**src/hdl/cp15Pkg.sv**
```systemverilog
package cp15Pkg;

  // **************************************************
  // Register index width and fixed register numbers
  // **************************************************

  // CRn field from paddr[5:2]
  localparam int CRN_W = 4;

  // Read-only main ID register
  localparam logic [CRN_W-1:0] CRN_ID      = 4'd0;
  // Control register, always visible to the core
  localparam logic [CRN_W-1:0] CRN_CONTROL = 4'd1;
  // Translation table base, always visible to the MMU
  localparam logic [CRN_W-1:0] CRN_TBASE   = 4'd2;
  // Cache maintenance operations
  localparam logic [CRN_W-1:0] CRN_CACHE   = 4'd7;
  // TLB maintenance operations
  localparam logic [CRN_W-1:0] CRN_TLB     = 4'd8;

  // **************************************************
  // Decoded CPU operation
  // **************************************************

  typedef enum logic [2:0] {
    opNone,
    opRead,
    opWrite,
    opCacheMaint,
    opTlbMaint,
    opError
  } cp15Op_t;

  // **************************************************
  // Wait-state and priority tracker
  // **************************************************

  typedef enum logic [1:0] {
    rsIdle,
    // CPU lost at least one conflict
    rsWait,
    // CPU wins the next conflict
    rsPriority
  } resultState_t;

endpackage

```
**src/hdl/cp15Decode.sv**
```systemverilog
module cp15Decode (
  input  logic                           psel,
  input  logic                           penable,
  input  logic                           pwrite,
  input  logic [12:0]                    paddr,
  input  logic                           mmuEn,
  input  logic                           mmuWriteEn,
  input  logic [cp15Pkg::CRN_W-1:0]      mmuAddr,
  input  logic                           cpuPriority,
  output cp15Pkg::cp15Op_t               cpuOp,
  output logic [cp15Pkg::CRN_W-1:0]      cpuReg,
  output logic [3:0]                     cacheMask,
  output logic [1:0]                     tlbMask,
  output logic                           cpuAccept,
  output logic                           mmuStall
);

  logic [3:0] crm;
  logic [2:0] opcode2;
  logic       opcode2Ok;
  logic       cacheHit;
  logic [3:0] cacheEntry;
  logic       tlbHit;
  logic [1:0] tlbEntry;
  logic       cpuAccess;
  logic       conflict;

  // APB address fields
  assign cpuReg  = paddr[5:2];
  assign crm     = paddr[9:6];
  assign opcode2 = paddr[12:10];

  // Only opcode2 0 and 1 select a maintenance operation
  assign opcode2Ok = (opcode2[2:1] == 2'b00);

  // Cache table, mask order is flushI flushD cleanI cleanD
  always_comb begin
    cacheHit   = opcode2Ok;
    cacheEntry = 4'b0000;
    case (crm)
      4'd7:    cacheEntry = 4'b1100;
      4'd5:    cacheEntry = 4'b1000;
      4'd6:    cacheEntry = 4'b0100;
      4'd11:   cacheEntry = 4'b0011;
      4'd10:   cacheEntry = 4'b0001;
      4'd15:   cacheEntry = 4'b1111;
      4'd14:   cacheEntry = 4'b0101;
      default: cacheHit   = 1'b0;
    endcase
  end

  // TLB table, mask order is tlbFlushI tlbFlushD
  always_comb begin
    tlbHit   = opcode2Ok;
    tlbEntry = 2'b00;
    case (crm)
      4'd7:    tlbEntry = 2'b11;
      4'd5:    tlbEntry = 2'b10;
      4'd6:    tlbEntry = 2'b01;
      default: tlbHit   = 1'b0;
    endcase
  end

  // **************************************************
  // CPU operation
  // **************************************************

  always_comb begin
    cpuOp     = cp15Pkg::opNone;
    cacheMask = 4'b0000;
    tlbMask   = 2'b00;
    if (psel) begin
      // Word aligned accesses only
      if (paddr[1:0] != 2'b00) begin
        cpuOp = cp15Pkg::opError;
      end else if (!pwrite) begin
        cpuOp = cp15Pkg::opRead;
      end else begin
        case (cpuReg)
          cp15Pkg::CRN_ID: cpuOp = cp15Pkg::opError;
          cp15Pkg::CRN_CACHE: begin
            cpuOp     = cacheHit ? cp15Pkg::opCacheMaint : cp15Pkg::opError;
            cacheMask = cacheHit ? cacheEntry : 4'b0000;
          end
          cp15Pkg::CRN_TLB: begin
            cpuOp   = tlbHit ? cp15Pkg::opTlbMaint : cp15Pkg::opError;
            tlbMask = tlbHit ? tlbEntry : 2'b00;
          end
          default: cpuOp = cp15Pkg::opWrite;
        endcase
      end
    end
  end

  // CPU loses a conflict unless the tracker granted it priority
  assign cpuAccess = psel && penable;
  assign conflict  = cpuAccess && mmuEn;
  assign cpuAccept = cpuAccess && (!mmuEn || cpuPriority);
  assign mmuStall  = conflict && cpuPriority;

  // The MMU should never try to write the ID register
  always_comb begin
    if (mmuEn && mmuWriteEn) begin
      assert (mmuAddr != cp15Pkg::CRN_ID)
        else $error("MMU write aimed at read-only CRn 0");
    end
  end

endmodule

```
**src/hdl/cp15RegFile.sv**
```systemverilog
module cp15RegFile #(
  parameter logic [31:0] resetId      = 32'h41069265,
  parameter logic [31:0] resetControl = 32'h00090078
) (
  input  logic                           clk,
  input  logic                           reset,
  input  logic                           writeEn,
  input  logic [cp15Pkg::CRN_W-1:0]      writeReg,
  input  logic [31:0]                    writeData,
  input  logic [cp15Pkg::CRN_W-1:0]      cpuReg,
  output logic [31:0]                    cpuReadData,
  input  logic [cp15Pkg::CRN_W-1:0]      mmuAddr,
  output logic [31:0]                    mmuReadData,
  output logic [31:0]                    control,
  output logic [31:0]                    tbase
);

  localparam int NumRegs = 1 << cp15Pkg::CRN_W;

  logic [31:0] regs [NumRegs];

  // **************************************************
  // Register storage
  // **************************************************

  always_ff @(posedge clk) begin
    if (reset) begin
      regs[cp15Pkg::CRN_ID]      <= resetId;
      regs[cp15Pkg::CRN_CONTROL] <= resetControl;
      for (int i = 2; i < NumRegs; i++) begin
        regs[i] <= 32'h0;
      end
    end else if (writeEn && (writeReg != cp15Pkg::CRN_ID)) begin
      // CRn 0 keeps its reset value
      regs[writeReg] <= writeData;
    end
  end

  // Two independent combinational read ports
  assign cpuReadData = regs[cpuReg];
  assign mmuReadData = regs[mmuAddr];

  // Control and translation base are always visible
  assign control = regs[cp15Pkg::CRN_CONTROL];
  assign tbase   = regs[cp15Pkg::CRN_TBASE];

  // ID register holds its value whatever the CPU or MMU do
  idStable : assert property (
    @(posedge clk) disable iff (reset)
    $stable(regs[cp15Pkg::CRN_ID])
  ) else $error("CRn 0 changed after reset");

endmodule

```
**src/hdl/cp15Execute.sv**
```systemverilog
module cp15Execute #(
  parameter logic [31:0] resetId      = 32'h41069265,
  parameter logic [31:0] resetControl = 32'h00090078
) (
  input  logic                           clk,
  input  logic                           reset,
  input  cp15Pkg::cp15Op_t               cpuOp,
  input  logic [cp15Pkg::CRN_W-1:0]      cpuReg,
  input  logic [31:0]                    pwdata,
  input  logic [3:0]                     cacheMask,
  input  logic [1:0]                     tlbMask,
  input  logic                           cpuAccept,
  input  logic                           mmuEn,
  input  logic                           mmuWriteEn,
  input  logic [cp15Pkg::CRN_W-1:0]      mmuAddr,
  input  logic [31:0]                    mmuWriteData,
  input  logic                           mmuStall,
  output logic [31:0]                    cpuReadData,
  output logic [31:0]                    mmuReadData,
  output logic [31:0]                    control,
  output logic [31:0]                    tbase,
  output logic                           flushI,
  output logic                           flushD,
  output logic                           cleanI,
  output logic                           cleanD,
  output logic                           tlbFlushI,
  output logic                           tlbFlushD
);

  logic                      cpuWrite;
  logic                      mmuWrite;
  logic                      cacheFire;
  logic                      tlbFire;
  logic                      writeEn;
  logic [cp15Pkg::CRN_W-1:0] writeReg;
  logic [31:0]               writeData;

  // Maintenance writes also store their data
  assign cacheFire = cpuAccept && (cpuOp == cp15Pkg::opCacheMaint);
  assign tlbFire   = cpuAccept && (cpuOp == cp15Pkg::opTlbMaint);
  assign cpuWrite  = cacheFire || tlbFire || (cpuAccept && (cpuOp == cp15Pkg::opWrite));
  assign mmuWrite  = mmuEn && mmuWriteEn && !mmuStall;

  // Write port source select
  assign writeEn   = cpuWrite || mmuWrite;
  assign writeReg  = cpuWrite ? cpuReg : mmuAddr;
  assign writeData = cpuWrite ? pwdata : mmuWriteData;

  cp15RegFile #(
    .resetId      (resetId),
    .resetControl (resetControl)
  ) regFile (
    .clk         (clk),
    .reset       (reset),
    .writeEn     (writeEn),
    .writeReg    (writeReg),
    .writeData   (writeData),
    .cpuReg      (cpuReg),
    .cpuReadData (cpuReadData),
    .mmuAddr     (mmuAddr),
    .mmuReadData (mmuReadData),
    .control     (control),
    .tbase       (tbase)
  );

  // **************************************************
  // One-cycle maintenance pulses
  // **************************************************

  always_ff @(posedge clk) begin
    if (reset) begin
      {flushI, flushD, cleanI, cleanD} <= 4'b0000;
      {tlbFlushI, tlbFlushD}           <= 2'b00;
    end else begin
      {flushI, flushD, cleanI, cleanD} <= cacheFire ? cacheMask : 4'b0000;
      {tlbFlushI, tlbFlushD}           <= tlbFire ? tlbMask : 2'b00;
    end
  end

  // Arbitration in the decoder keeps the write port single-owner
  oneWriter : assert property (
    @(posedge clk) disable iff (reset)
    !(cpuWrite && mmuWrite)
  ) else $error("CPU and MMU wrote in the same cycle");

endmodule

```
**src/hdl/cp15Result.sv**
```systemverilog
module cp15Result #(
  parameter int stallLimit = 3
) (
  input  logic                   clk,
  input  logic                   reset,
  input  logic                   psel,
  input  logic                   penable,
  input  logic                   mmuEn,
  input  logic                   cpuAccept,
  input  cp15Pkg::cp15Op_t       cpuOp,
  input  logic [31:0]            cpuReadData,
  output logic                   pready,
  output logic                   pslverr,
  output logic [31:0]            prdata,
  output logic                   cpuPriority
);

  localparam int CountW = $clog2(stallLimit + 1);
  localparam logic [CountW-1:0] LastWait = CountW'(stallLimit - 1);

  cp15Pkg::resultState_t state;
  logic [CountW-1:0]     waitCount;
  logic                  waitCycle;
  logic                  lowCycle;
  logic [7:0]            lowRun;

  // **************************************************
  // APB response
  // **************************************************

  assign pready  = cpuAccept;
  assign pslverr = cpuAccept && (cpuOp == cp15Pkg::opError);
  assign prdata  = (cpuAccept && (cpuOp == cp15Pkg::opRead)) ? cpuReadData : 32'h0;

  // **************************************************
  // Wait-state and priority tracker
  // **************************************************

  // Access phase lost to the MMU
  assign waitCycle   = psel && penable && mmuEn && !cpuAccept;
  assign cpuPriority = (state == cp15Pkg::rsPriority);

  always_ff @(posedge clk) begin
    if (reset) begin
      state     <= cp15Pkg::rsIdle;
      waitCount <= '0;
    end else begin
      case (state)
        cp15Pkg::rsIdle, cp15Pkg::rsWait: begin
          if (waitCycle) begin
            if (waitCount == LastWait) begin
              state     <= cp15Pkg::rsPriority;
              waitCount <= '0;
            end else begin
              state     <= cp15Pkg::rsWait;
              waitCount <= waitCount + CountW'(1);
            end
          end else begin
            // Transfer done or abandoned
            state     <= cp15Pkg::rsIdle;
            waitCount <= '0;
          end
        end
        cp15Pkg::rsPriority: begin
          if (cpuAccept || !psel) begin
            state <= cp15Pkg::rsIdle;
          end
        end
        default: state <= cp15Pkg::rsIdle;
      endcase
    end
  end

  // Run length of low pready during access, counted apart from the tracker
  assign lowCycle = psel && penable && !pready;

  always_ff @(posedge clk) begin
    if (reset || !lowCycle) begin
      lowRun <= 8'd0;
    end else begin
      lowRun <= lowRun + 8'd1;
    end
  end

  noStarve : assert property (
    @(posedge clk) disable iff (reset)
    !(lowCycle && (int'(lowRun) >= stallLimit + 1))
  ) else $error("pready low for more than stallLimit + 1 access cycles");

endmodule

```
**src/hdl/cp15Top.sv**
```systemverilog
module cp15Top #(
  parameter logic [31:0] resetId      = 32'h41069265,
  parameter logic [31:0] resetControl = 32'h00090078,
  parameter int          stallLimit   = 3
) (
  input  logic                           clk,
  input  logic                           reset,
  // APB from the core
  input  logic                           psel,
  input  logic                           penable,
  input  logic                           pwrite,
  input  logic [12:0]                    paddr,
  input  logic [31:0]                    pwdata,
  output logic [31:0]                    prdata,
  output logic                           pready,
  output logic                           pslverr,
  // MMU port
  input  logic                           mmuEn,
  input  logic                           mmuWriteEn,
  input  logic [cp15Pkg::CRN_W-1:0]      mmuAddr,
  input  logic [31:0]                    mmuWriteData,
  output logic [31:0]                    mmuReadData,
  output logic                           mmuStall,
  output logic [31:0]                    control,
  output logic [31:0]                    tbase,
  output logic                           flushI,
  output logic                           flushD,
  output logic                           cleanI,
  output logic                           cleanD,
  output logic                           tlbFlushI,
  output logic                           tlbFlushD
);

  cp15Pkg::cp15Op_t          cpuOp;
  logic [cp15Pkg::CRN_W-1:0] cpuReg;
  logic [3:0]                cacheMask;
  logic [1:0]                tlbMask;
  logic                      cpuAccept;
  logic                      cpuPriority;
  logic [31:0]               cpuReadData;

  cp15Decode decode (
    .psel        (psel),
    .penable     (penable),
    .pwrite      (pwrite),
    .paddr       (paddr),
    .mmuEn       (mmuEn),
    .mmuWriteEn  (mmuWriteEn),
    .mmuAddr     (mmuAddr),
    .cpuPriority (cpuPriority),
    .cpuOp       (cpuOp),
    .cpuReg      (cpuReg),
    .cacheMask   (cacheMask),
    .tlbMask     (tlbMask),
    .cpuAccept   (cpuAccept),
    .mmuStall    (mmuStall)
  );

  cp15Execute #(
    .resetId      (resetId),
    .resetControl (resetControl)
  ) execute (
    .clk          (clk),
    .reset        (reset),
    .cpuOp        (cpuOp),
    .cpuReg       (cpuReg),
    .pwdata       (pwdata),
    .cacheMask    (cacheMask),
    .tlbMask      (tlbMask),
    .cpuAccept    (cpuAccept),
    .mmuEn        (mmuEn),
    .mmuWriteEn   (mmuWriteEn),
    .mmuAddr      (mmuAddr),
    .mmuWriteData (mmuWriteData),
    .mmuStall     (mmuStall),
    .cpuReadData  (cpuReadData),
    .mmuReadData  (mmuReadData),
    .control      (control),
    .tbase        (tbase),
    .flushI       (flushI),
    .flushD       (flushD),
    .cleanI       (cleanI),
    .cleanD       (cleanD),
    .tlbFlushI    (tlbFlushI),
    .tlbFlushD    (tlbFlushD)
  );

  cp15Result #(
    .stallLimit (stallLimit)
  ) result (
    .clk         (clk),
    .reset       (reset),
    .psel        (psel),
    .penable     (penable),
    .mmuEn       (mmuEn),
    .cpuAccept   (cpuAccept),
    .cpuOp       (cpuOp),
    .cpuReadData (cpuReadData),
    .pready      (pready),
    .pslverr     (pslverr),
    .prdata      (prdata),
    .cpuPriority (cpuPriority)
  );

endmodule

```
**config.mk**
```make
export PLATFORM = sky130hd
export DESIGN_NAME = cp15Top
export DESIGN_NICKNAME = d
export VERILOG_FILES = /design/src/hdl/cp15Pkg.sv /design/src/hdl/cp15Decode.sv /design/src/hdl/cp15RegFile.sv /design/src/hdl/cp15Execute.sv /design/src/hdl/cp15Result.sv /design/src/hdl/cp15Top.sv
export SDC_FILE = /design/constraint.sdc
export NUM_CORES = 1
export LEC_CHECK = 0
export BUFFER_PORTS_ARGS = -buffer_cell sky130_fd_sc_hd__buf_2
export CAP_MARGIN = 10
export CORE_MARGIN = 2
export CORE_UTILIZATION = 50
export DETAILED_ROUTE_END_ITERATION = 8
export HOLD_SLACK_MARGIN = 0.1
export PLACE_DENSITY = 0.68
export SETUP_SLACK_MARGIN = 0.2
export SYNTH_ARGS = -nofsm -noshare
export SYNTH_HDL_FRONTEND = slang
export SYNTH_SLANG_ARGS = --single-unit
```
**constraint.sdc**
```tcl
create_clock -name clk -period 5.91 [get_ports clk]
set_clock_uncertainty 0.05 [all_clocks]
set_input_delay 0.2955 -clock clk [delete_from_list [all_inputs] [get_ports clk]]
set_output_delay 0.2955 -clock clk [all_outputs]
set_load 0.02 [all_outputs]
```
# Word-level counts from Yosys, hierarchy flattened

Memories as Yosys holds them, arrays and structs flattened.
Cells that the tools add are included.

RAM bits: 512
Memories kept: 1
Memory bits (read-only): 0
Flip-flop bits (word level): 10
Word-level logic and storage cells: 96
Output and inout bits: 137
Input port bits: 88
Latch bits: 0

Memory list:

| memory               | words | width | rd ports | clocked after memory_dff | wr ports | line              | text |
|---|---|---|---|---|---|---|---|
| execute.regFile.regs | 16    | 32    | 4        | 0                        | 16       | cp15RegFile.sv:20 | `logic [31:0] regs [NumRegs];` |

Magnitude comparators: 0
Multiplexer cells: 27
Eq/ne operators: 18
$mul: 0
$add $sub $neg: 1
Divide/modulo/power cells: 0
Bitwise logic cells: 8
Reductions and logical operators: 33
Shift operators: 0

Operators with widths:

| kind                                                             | number |
|---|---|
| 32-bit two-way mux                                               | 3 |
| 32-bit OR reduction                                              | 1 |
| 4-bit one-hot mux with 7 select lines                            | 1 |
| 7-bit OR reduction                                               | 3 |
| 4-bit == test (second input constant)                            | 5 |
| 4-bit by 3-bit == test with 1-bit output (second input constant) | 4 |
| 1-bit logical AND                                                | 13 |
| 3-bit two-way mux                                                | 4 |
| 2-bit two-way mux                                                | 5 |
| 1-bit two-way mux                                                | 9 |
| 3-bit one-hot mux with 3 select lines                            | 1 |
| 4-bit two-way mux                                                | 2 |
| 1-bit inverter                                                   | 8 |
| 3-bit by 2-bit == test with 1-bit output (second input constant) | 2 |
| 3-bit == test (second input constant)                            | 2 |
| 2-bit one-hot mux with 3 select lines                            | 1 |
| 1-bit logical OR                                                 | 5 |
| 2-bit == test (second input constant)                            | 2 |
| 1-bit zero test                                                  | 4 |
| 2-bit zero test                                                  | 2 |
| 4-bit zero test                                                  | 1 |
| 2-bit one-hot mux with 2 select lines                            | 1 |
| 4-bit nonzero test                                               | 1 |
| 3-bit by 1-bit == test with 1-bit output (second input constant) | 1 |
| 6 further kinds                                                  | 6 |

# Longest topological paths before layout

Gate-level depths: netlist of the first run.

Word-level depth: 20
Gate-level depth with buffers: 10
Depth with buffers taken out: 6

# Modules after synthesis

From an unflattened synthesis of the first run, not the netlist that was laid out.

Cell total of the unflattened synthesis: 1942
Area total of the unflattened synthesis: 28289.6 sq um

By module, submodules not included:

| module      | cells each | seq. area each (sq um) | area each (sq um) | times used |
|---|---|---|---|---|
| cp15RegFile | 1654       | 15374.7                | 26385.3           | 1 |
| cp15Execute | 192        | 120.1                  | 1247.4            | 1 |
| cp15Result  | 55         | 80.1                   | 412.9             | 1 |
| cp15Decode  | 41         | 0.0                    | 244.0             | 1 |

# Least setup slack after synthesis of the first run

OpenSTA, ideal clock, no wires.

Path kind: flip-flop to flip-flop
From: reg result.state[1]
To: mem execute.regFile.regs[2][0], enable pin
Arrival time: 4.027 ns
Cell stages (with the launch flop): 9
Data required time: 5.394 ns
Period minus slack after synthesis: 4.542 ns
Path slack: 1.368 ns
Setup time: 0.466 ns
Path buffers: 2
Cell sequence: dfxtp_1 -> nand2b_1 -> a21o_1 -> inv_1 -> a22oi_1 -> o32a_1 -> buf_2 -> clkbuf_1 -> o21ai_0

RTL lines:

| element                  | line              | text |
|---|---|---|
| start: declaration       | cp15Result.sv:21  | `cp15Pkg::resultState_t state;` |
| start signal: assignment | cp15Result.sv:45  | `state <= cp15Pkg::rsIdle;` |
| start signal: assignment | cp15Result.sv:52  | `state <= cp15Pkg::rsPriority;` |
| start signal: assignment | cp15Result.sv:55  | `state <= cp15Pkg::rsWait;` |
| end: declaration         | cp15RegFile.sv:20 |  |

==> results of run 1 <==
==> power by group <==
group,switching [mW],internal (mW),total (mW)
Sequential,0.0831,4.24,4.32
Clock,1.45,1.97,3.42
Combinational,0.722,0.531,1.25
==> per-layer routing <==
metal,up-vias,part of all wire [%]
met2,1326,48
met1,10200,35
li1,8092,-
met5,-,0.025
met4,4,3.8
met3,208,12
==> final timing paths <==
check,from,to,slack (ns)
worst max-delay path,paddr[11],execute.regFile.regs[2][18]$_SDFFCE_PN0P_,1.53
worst min-delay path,psel,result.state[1]$_SDFFE_PP0P_,0.13
worst max register to register,result.state[1]$_SDFFE_PP0P_,execute.regFile.regs[2][18]$_SDFFCE_PN0P_,2.01
worst min register to register,result.state[1]$_SDFFE_PP0P_,result.state[0]$_SDFFE_PP0P_,0.50
==> through the flow <==
step	setup slack, ns	power, mW	hold WS, ns
after global placement	1.56	5.59	0.466
after floorplan	1.37	5.17	0.358
final	1.53	8.99	0.131
after detailed placement	1.50	5.62	0.490
after global routing	1.44	9.21	0.140
after CTS	1.67	9.01	0.102
==> sequential cells by signal, indices dropped and copies added, names as in the netlist <==
name	flops
execute.tlbFlushD	1
execute.tlbFlushI	1
execute.flushI	1
result.state	2
execute.cleanD	1
result.waitCount	2
execute.cleanI	1
execute.regFile.regs	512
execute.flushD	1
==> repair_timing <==
action | 4_1_cts | 5_1_grt
hold buffers | 27 | 0
endpoints found under the setup margin | 0 | 0
hold endpoints to repair | 18 | 0
setup buffers | 0 | 0
==> cell families after synthesis <==
logic type	after synthesis	synth area share [%]
AOI/OAI and AO/OA	38	0.950
and+or+nand+nor	816	11.3
other	2	0.0260
DFF	522	54.0
muxes	453	30.6
buffers and inverters	190	3.15
==> worst register-to-register path, stage by stage (launching register included) <==
cell	delay (ns)
dfxtp_1	0.42
nand2b_1	0.14
a21o_1	0.26
nor2_1	0.18
a22oi_1	0.09
buf_4	0.23
o32a_2	0.70
o21ai_4	0.99
buf_4	0.49
==> cell usage after synthesis, drive strengths merged (2+ instances only) <==
| cell type | n |
|---|---|
| nor2b | 7 |
| buf | 94 |
| a21oi | 11 |
| nor4 | 3 |
| nand2b | 3 |
| a41oi | 2 |
| mux4 | 320 |
| o21ai | 13 |
| nor3 | 13 |
| and2 | 2 |
| mux2i | 10 |
| nand2 | 249 |
| and3 | 33 |
| nand3 | 18 |
| edfxtp | 512 |
| clkbuf | 90 |
| conb | 2 |
| inv | 6 |
| dfxtp | 10 |
| nand4b | 2 |
| mux2 | 123 |
| nor2 | 483 |
==> cell type report <==
type / count / share of cell area, %
tap: 765 / 2.90
clock buffer: 69 / 4.46
timing repair buffer: 305 / 5.79
sequential: 522 / 47.3
antenna: 4 / 0.0304
inverter: 6 / 0.0683
multi-input combinational: 1339 / 38.7
clock inverter: 31 / 0.824
==> reports/qor.yml, run 1 <==
global_route:
  grt.met1_usage_pct: 40.0
  grt_pass1_wl_mm: 132
  busiest_layer: "met2"
  gr-total-overflow: 0
  antenna_found_initial: 6
  grt_pass1_vias: 20300
  grt_start_max_net_pins: 98
  met2_usage_pct: 49.4
  grt_use_met3_pct: 7.67
  grt_usage_pct: 30.4
cts:
  numCtsBuffers: 55
  clk_latency_ns: 0.60
  clk_path_buf_depth: 3
  cts_sinks: 522
  clkTransAtPathRegs_ns: 0.06
  ctsRootBufferMaster: "clkbuf_16"
  tritoncts: "done"
  htree_levels: 2
  cts_resized: 0
worst_setup_path:
  cp-end-kind: "flop"
  worstPathRequired_ns: 6.13
  crit_chain: "dlygate4sd3_1 > buf_2 > nor2_1 > dlygate4sd3_1 > o221ai_2 > a41oi_2 > a22oi_1 > buf_4 > o32a_2 > o21ai_4 > buf_4"
  crit_family: "compound AO/OA/AOI/OAI gates"
  crit_cells: 11
  critical_path_class: "in2reg"
  critPathMaxStageDelay_ns: 0.98
  cpMaxStageDelayCell: "o21ai_4"
  worstPathMaxFanout: 22
  r2r_cells: 8
  cp_data_arrival_time_ns: 4.60
  cp.buffers_inverters: 5
  startpoint_type: "input port"
sta:
  final-hold-violation-count: 0
  tns_ns: 0
  min_period_ns: 4.38
  relSlewSlack_pct: 25.1
  min_period_over_period_pct: 74.2
  drv_slew: 0
  tightest_slew_ns: 1.12
  rsz0062_at_grt: "no"
  max_clock_freq_mhz: 228
  setup_viol_count_final: 0
yosys:
  avgSynthCellArea_sq_um: 14.3
  yosysWarningCount: 0
  synth_cell_types: 46
  syn_inst: 2021
  synth-edff-count: 512
  synth.top_cell.area_share_pct: 53.3
  ys_async_sr_fraction_pct: 0
  synthFlopType: "edfxtp_1"
  ys_seq_area_share_pct: 54.0
  synthTopCellsByArea: "edfxtp_1 53%, mux4_2 25%, nor2_1 6.3%, mux2_2 3.6%, nand2_1 3.2%"
  ys_seq_elements: 522
  yosysTopAreaCell: "edfxtp_1"
  mappedNetlistArea_sq_um: 28800
cells_and_area:
  fillCellCount: 4527
  area_growth_pct: 14.3
  drive_gt1_share_pct: 36.6
  layout_common_cells: "512 x edfxtp_1, 480 x nor2_1, 320 x mux4_2"
  final_area_sq_um: 33000
  final_cells: 3041
  final_common_cell: "edfxtp_1"
  multi_input_area_sq_um: 12700
  final_util_pct: 57.5
  regArea_sq_um: 15600
  fin_nets: 2317
power:
  p_per_area_nw_per_um2: 273
  power_leakage_nw: 11.1
  ir_drop_mv: 0.223
worst_hold_path:
  hp-class: "in2reg"
  hold_depth: 4
floorplan:
  die_h_um: 244
  boundaryPins: 225
  start_util_pct: 50.3
  dieArea_sq_um: 59600
  die_x_um: 244
  fp-row-count: 88
  core_sq_um: 57400
placed_design:
  dp_hpwl_mm: 52.2
  io_buffers: 223
  gp_congestion: 0.855
  place_area_sq_um: 30900
  place_inst: 2910
flow_run:
  max_cap_viol_count: 0
routing:
  wl_mm: 90.6
  first_pass_iters: 6
  routed-via-count: 19900
  ant_nets: 0
  drt-initial-drc-count: 2473
  drc: 0
  wl_per_cell_um: 29.8
  viasPerCell: 6.53
status:
  run_status: "finished, final reports clean"
Power figures use the tool's default switching activity.
==> inputs of run 2 (changes only) <==
--- a/config.mk
+++ b/config.mk
@@ -11,7 +11,7 @@
 export CORE_UTILIZATION = 50
 export DETAILED_ROUTE_END_ITERATION = 8
 export HOLD_SLACK_MARGIN = 0.1
-export PLACE_DENSITY = 0.68
+export PLACE_DENSITY = 0.71
 export SETUP_SLACK_MARGIN = 0.2
 export SYNTH_ARGS = -nofsm -noshare
 export SYNTH_HDL_FRONTEND = slang
==> constraint.sdc (replaced) <==
create_clock -name clk -period 3.82 [get_ports clk]
set_clock_uncertainty 0.05 [all_clocks]
set_input_delay 0.191 -clock clk [delete_from_list [all_inputs] [get_ports clk]]
set_output_delay 0.191 -clock clk [all_outputs]
set_load 0.02 [all_outputs]
==> reports/qor.yml, run 2 (synthesized netlist as in run 1, its figures left out) <==
status:
  run_status: "finished, final reports clean"
global_route:
  met2_usage_pct: 50.7  # +1.3 points
  gr-total-overflow: 0  # unchanged
  grt_usage_pct: 31.3  # +0.91 points
  grt.met1_usage_pct: 40.6  # +0.62 points
  grt_pass1_vias: 21200  # +4.4%
  antenna_found_initial: 4  # -2
  grt_use_met3_pct: 7.56  # -0.11 points
  grt_pass1_wl_mm: 136  # +3.3%
  grt_start_max_net_pins: 94  # -4.1%
  busiest_layer: "met2"
cts:
  cts_sinks: 522  # unchanged
  postCtsSetupBuffers: 0  # unchanged
  clk_latency_ns: 0.59  # about the same
  tritoncts: "done"
  numCtsBuffers: 54  # -1.8%
  clkTransAtPathRegs_ns: 0.06  # about the same
  ctsRootBufferMaster: "clkbuf_16"
  htree_levels: 2  # unchanged
  clk_path_buf_depth: 3  # unchanged
routing:
  routed-via-count: 20700  # +4.1%
  first_pass_iters: 5  # -1
  drt-initial-drc-count: 2795  # +13%
  wl_per_cell_um: 29.7  # -0.17%
  viasPerCell: 6.58  # +0.70%
  drc: 0  # unchanged
  wl_mm: 93.5  # +3.2%
  ant_nets: 0  # unchanged
floorplan:
  core_sq_um: 57400  # unchanged
  start_util_pct: 50.3  # unchanged
  dieArea_sq_um: 59600  # unchanged
  die_x_um: 244  # unchanged
  fp-row-count: 88  # unchanged
  boundaryPins: 225  # unchanged
  die_h_um: 244  # unchanged
cells_and_area:
  largest_register_ffs: 512  # unchanged
  top_regs: "execute.regFile.regs: 512 flops, result.state: 2 flops, result.waitCount: 2 flops"
  top_register: "execute.regFile.regs"
  layout_common_cells: "512 x edfxtp_1, 480 x nor2_1, 320 x mux4_2"
  fillCellCount: 4288  # -5.3%
  final_common_cell: "edfxtp_1"
  final_util_pct: 59.5  # +2.1 points
  fin_nets: 2422  # +4.5%
  area_growth_pct: 18.4
  drive_gt1_share_pct: 36.2  # -0.42 points
worst_hold_path:
  min_from: "mmuEn"
  hp-class: "in2reg"
worst_setup_path:
  cp_common_cell: "dlygate4sd3_1"
  rrSetupSlack_ns: 0.55  # -1.46 ns
  crit_family: "buffers and inverters"
  crit_start: "paddr[12]"
  crit_chain: "dlygate4sd3_1 > buf_2 > nor2_1 > dlygate4sd3_1 > o221ai_2 > a41oi_2 > a22o_4 > buf_16 > mux2_2 > nor2_1 > dlygate4sd3_1"
  critical_path_class: "in2reg"
  critPathMaxStageDelay_ns: 0.59  # -0.39 ns
  cpMaxStageDelayCell: "dlygate4sd3_1"
  worstPathRequired_ns: 4.25  # -1.88 ns
  rr_startpoint: "result.state[1]$_SDFFE_PP0P_"
  cp_data_arrival_time_ns: 4.11  # -0.49 ns
  cp.buffers_inverters: 5  # unchanged
  startpoint_type: "input port"
  cp-end-kind: "flop"
  worstPathMaxFanout: 93  # +320%
sta:
  drv_slew: 0  # unchanged
  relSlewSlack_pct: 32.6  # +7.5 points
  setup_viol_count_final: 0  # unchanged
  min_period_ns: 3.67
  min_period_over_period_pct: 96.2
  tightest_slew_ns: 0.982  # -0.137 ns
  rsz0062_at_grt: "yes"
  max_clock_freq_mhz: 272
  final-hold-violation-count: 0  # unchanged
placed_design:
  gp_congestion: 0.827  # -3.3%
  io_buffers: 223  # unchanged
  dp_hpwl_mm: 53.3  # +2.1%
power:
  pwr-share-comb_pct: 14.4  # +0.5 points
  power_switching_mw: 3.58  # +58%
  seq_power_share_pct: 47.5  # -0.5 points
  p_per_area_nw_per_um2: 413  # +51%
  p_int_mw: 10.5  # +56%
  ir_drop_mv: 0.321  # +44%
  power_leakage_nw: 11.7  # +4.7%
  power.total_mw: 14.1  # +57%
  clkPwrFrac_pct: 38.1  # about the same
  swShare_pct: 25.4  # +0.26 points
flow_run:
  max_cap_viol_count: 0  # unchanged
==> run 2: what timing repair did <==
item                                    CTS  global route
gates resized for setup                   0             2
hold buffers                            112             0
endpoints found under the hold margin   414             0
endpoints found under the setup margin    0           114
==> run 2: area by class of cell <==
class	count	area [sq um]	share of cell area, %
multi-input cells	1339	12700	37.3
well taps	765	957	2.80
clock buffers	63	1390	4.06
repair buffers	411	3070	8.98
clock inverters	35	374	1.10
flip-flops and latches	522	15600	45.6
inverters	6	22.5	0.0660
diodes	4	10.0	0.0293
==> run 2: worst paths after layout <==
check / end / cells after the start
max: execute.regFile.regs[3][9]$_SDFFCE_PN0P_ / 11
min reg2reg: result.state[0]$_SDFFE_PP0P_ / 1
max reg2reg: execute.regFile.regs[10][2]$_SDFFCE_PN0P_ / 9
min: result.waitCount[1]$_SDFFE_PP0P_ / 7
==> run 2: power by group through the flow <==
stage / combinational, mW / clock, mW / sequential (mW)
4_1_cts: 2.00 / 5.39 / 6.69
2_1_floorplan: 1.19 / 0 / 6.80
3_5_place_dp: 1.92 / 0 / 6.80
5_1_grt: 2.10 / 5.60 / 6.72
6_report: 2.04 / 5.37 / 6.69
3_3_place_gp: 1.89 / 0 / 6.77
==> run 2: layer usage <==
metal	wire length [um]	up-vias	share of wire (%)
met4	4440	2	4.7
met3	12900	296	14
met5	15	-	0.016
met2	45000	1600	48
li1	-	8301	-
met1	31200	10500	33
==> run 2: through the flow <==
| stage | cells | worst slack, ns | instance area, sq um | hold WS, ns | TNS [ns] |
|---|---|---|---|---|---|
| finish | 3145 | 0.146 | 34100 | 0.208 | 0 |
| global route | 3142 | 0.0842 | 34100 | 0.304 | 0 |
| detailed placement | 2930 | 0.471 | 31200 | 0.413 | 0 |
| floorplan | 2051 | -0.663 | 29000 | 0.253 | -118.86 |
| global placement | 2930 | 0.541 | 31200 | 0.407 | 0 |
| CTS | 3140 | 0.211 | 34100 | 0.174 | 0 |
==> run 2: worst register-to-register path, stage by stage, from the launching register on <==
cell,delay [ns]
dfxtp_1,0.35
nand2b_1,0.15
a21o_1,0.23
inv_1,0.12
a22oi_1,0.24
buf_4,0.33
o32a_2,0.50
buf_16,0.32
nor2_1,0.15
dlygate4sd3_1,0.58
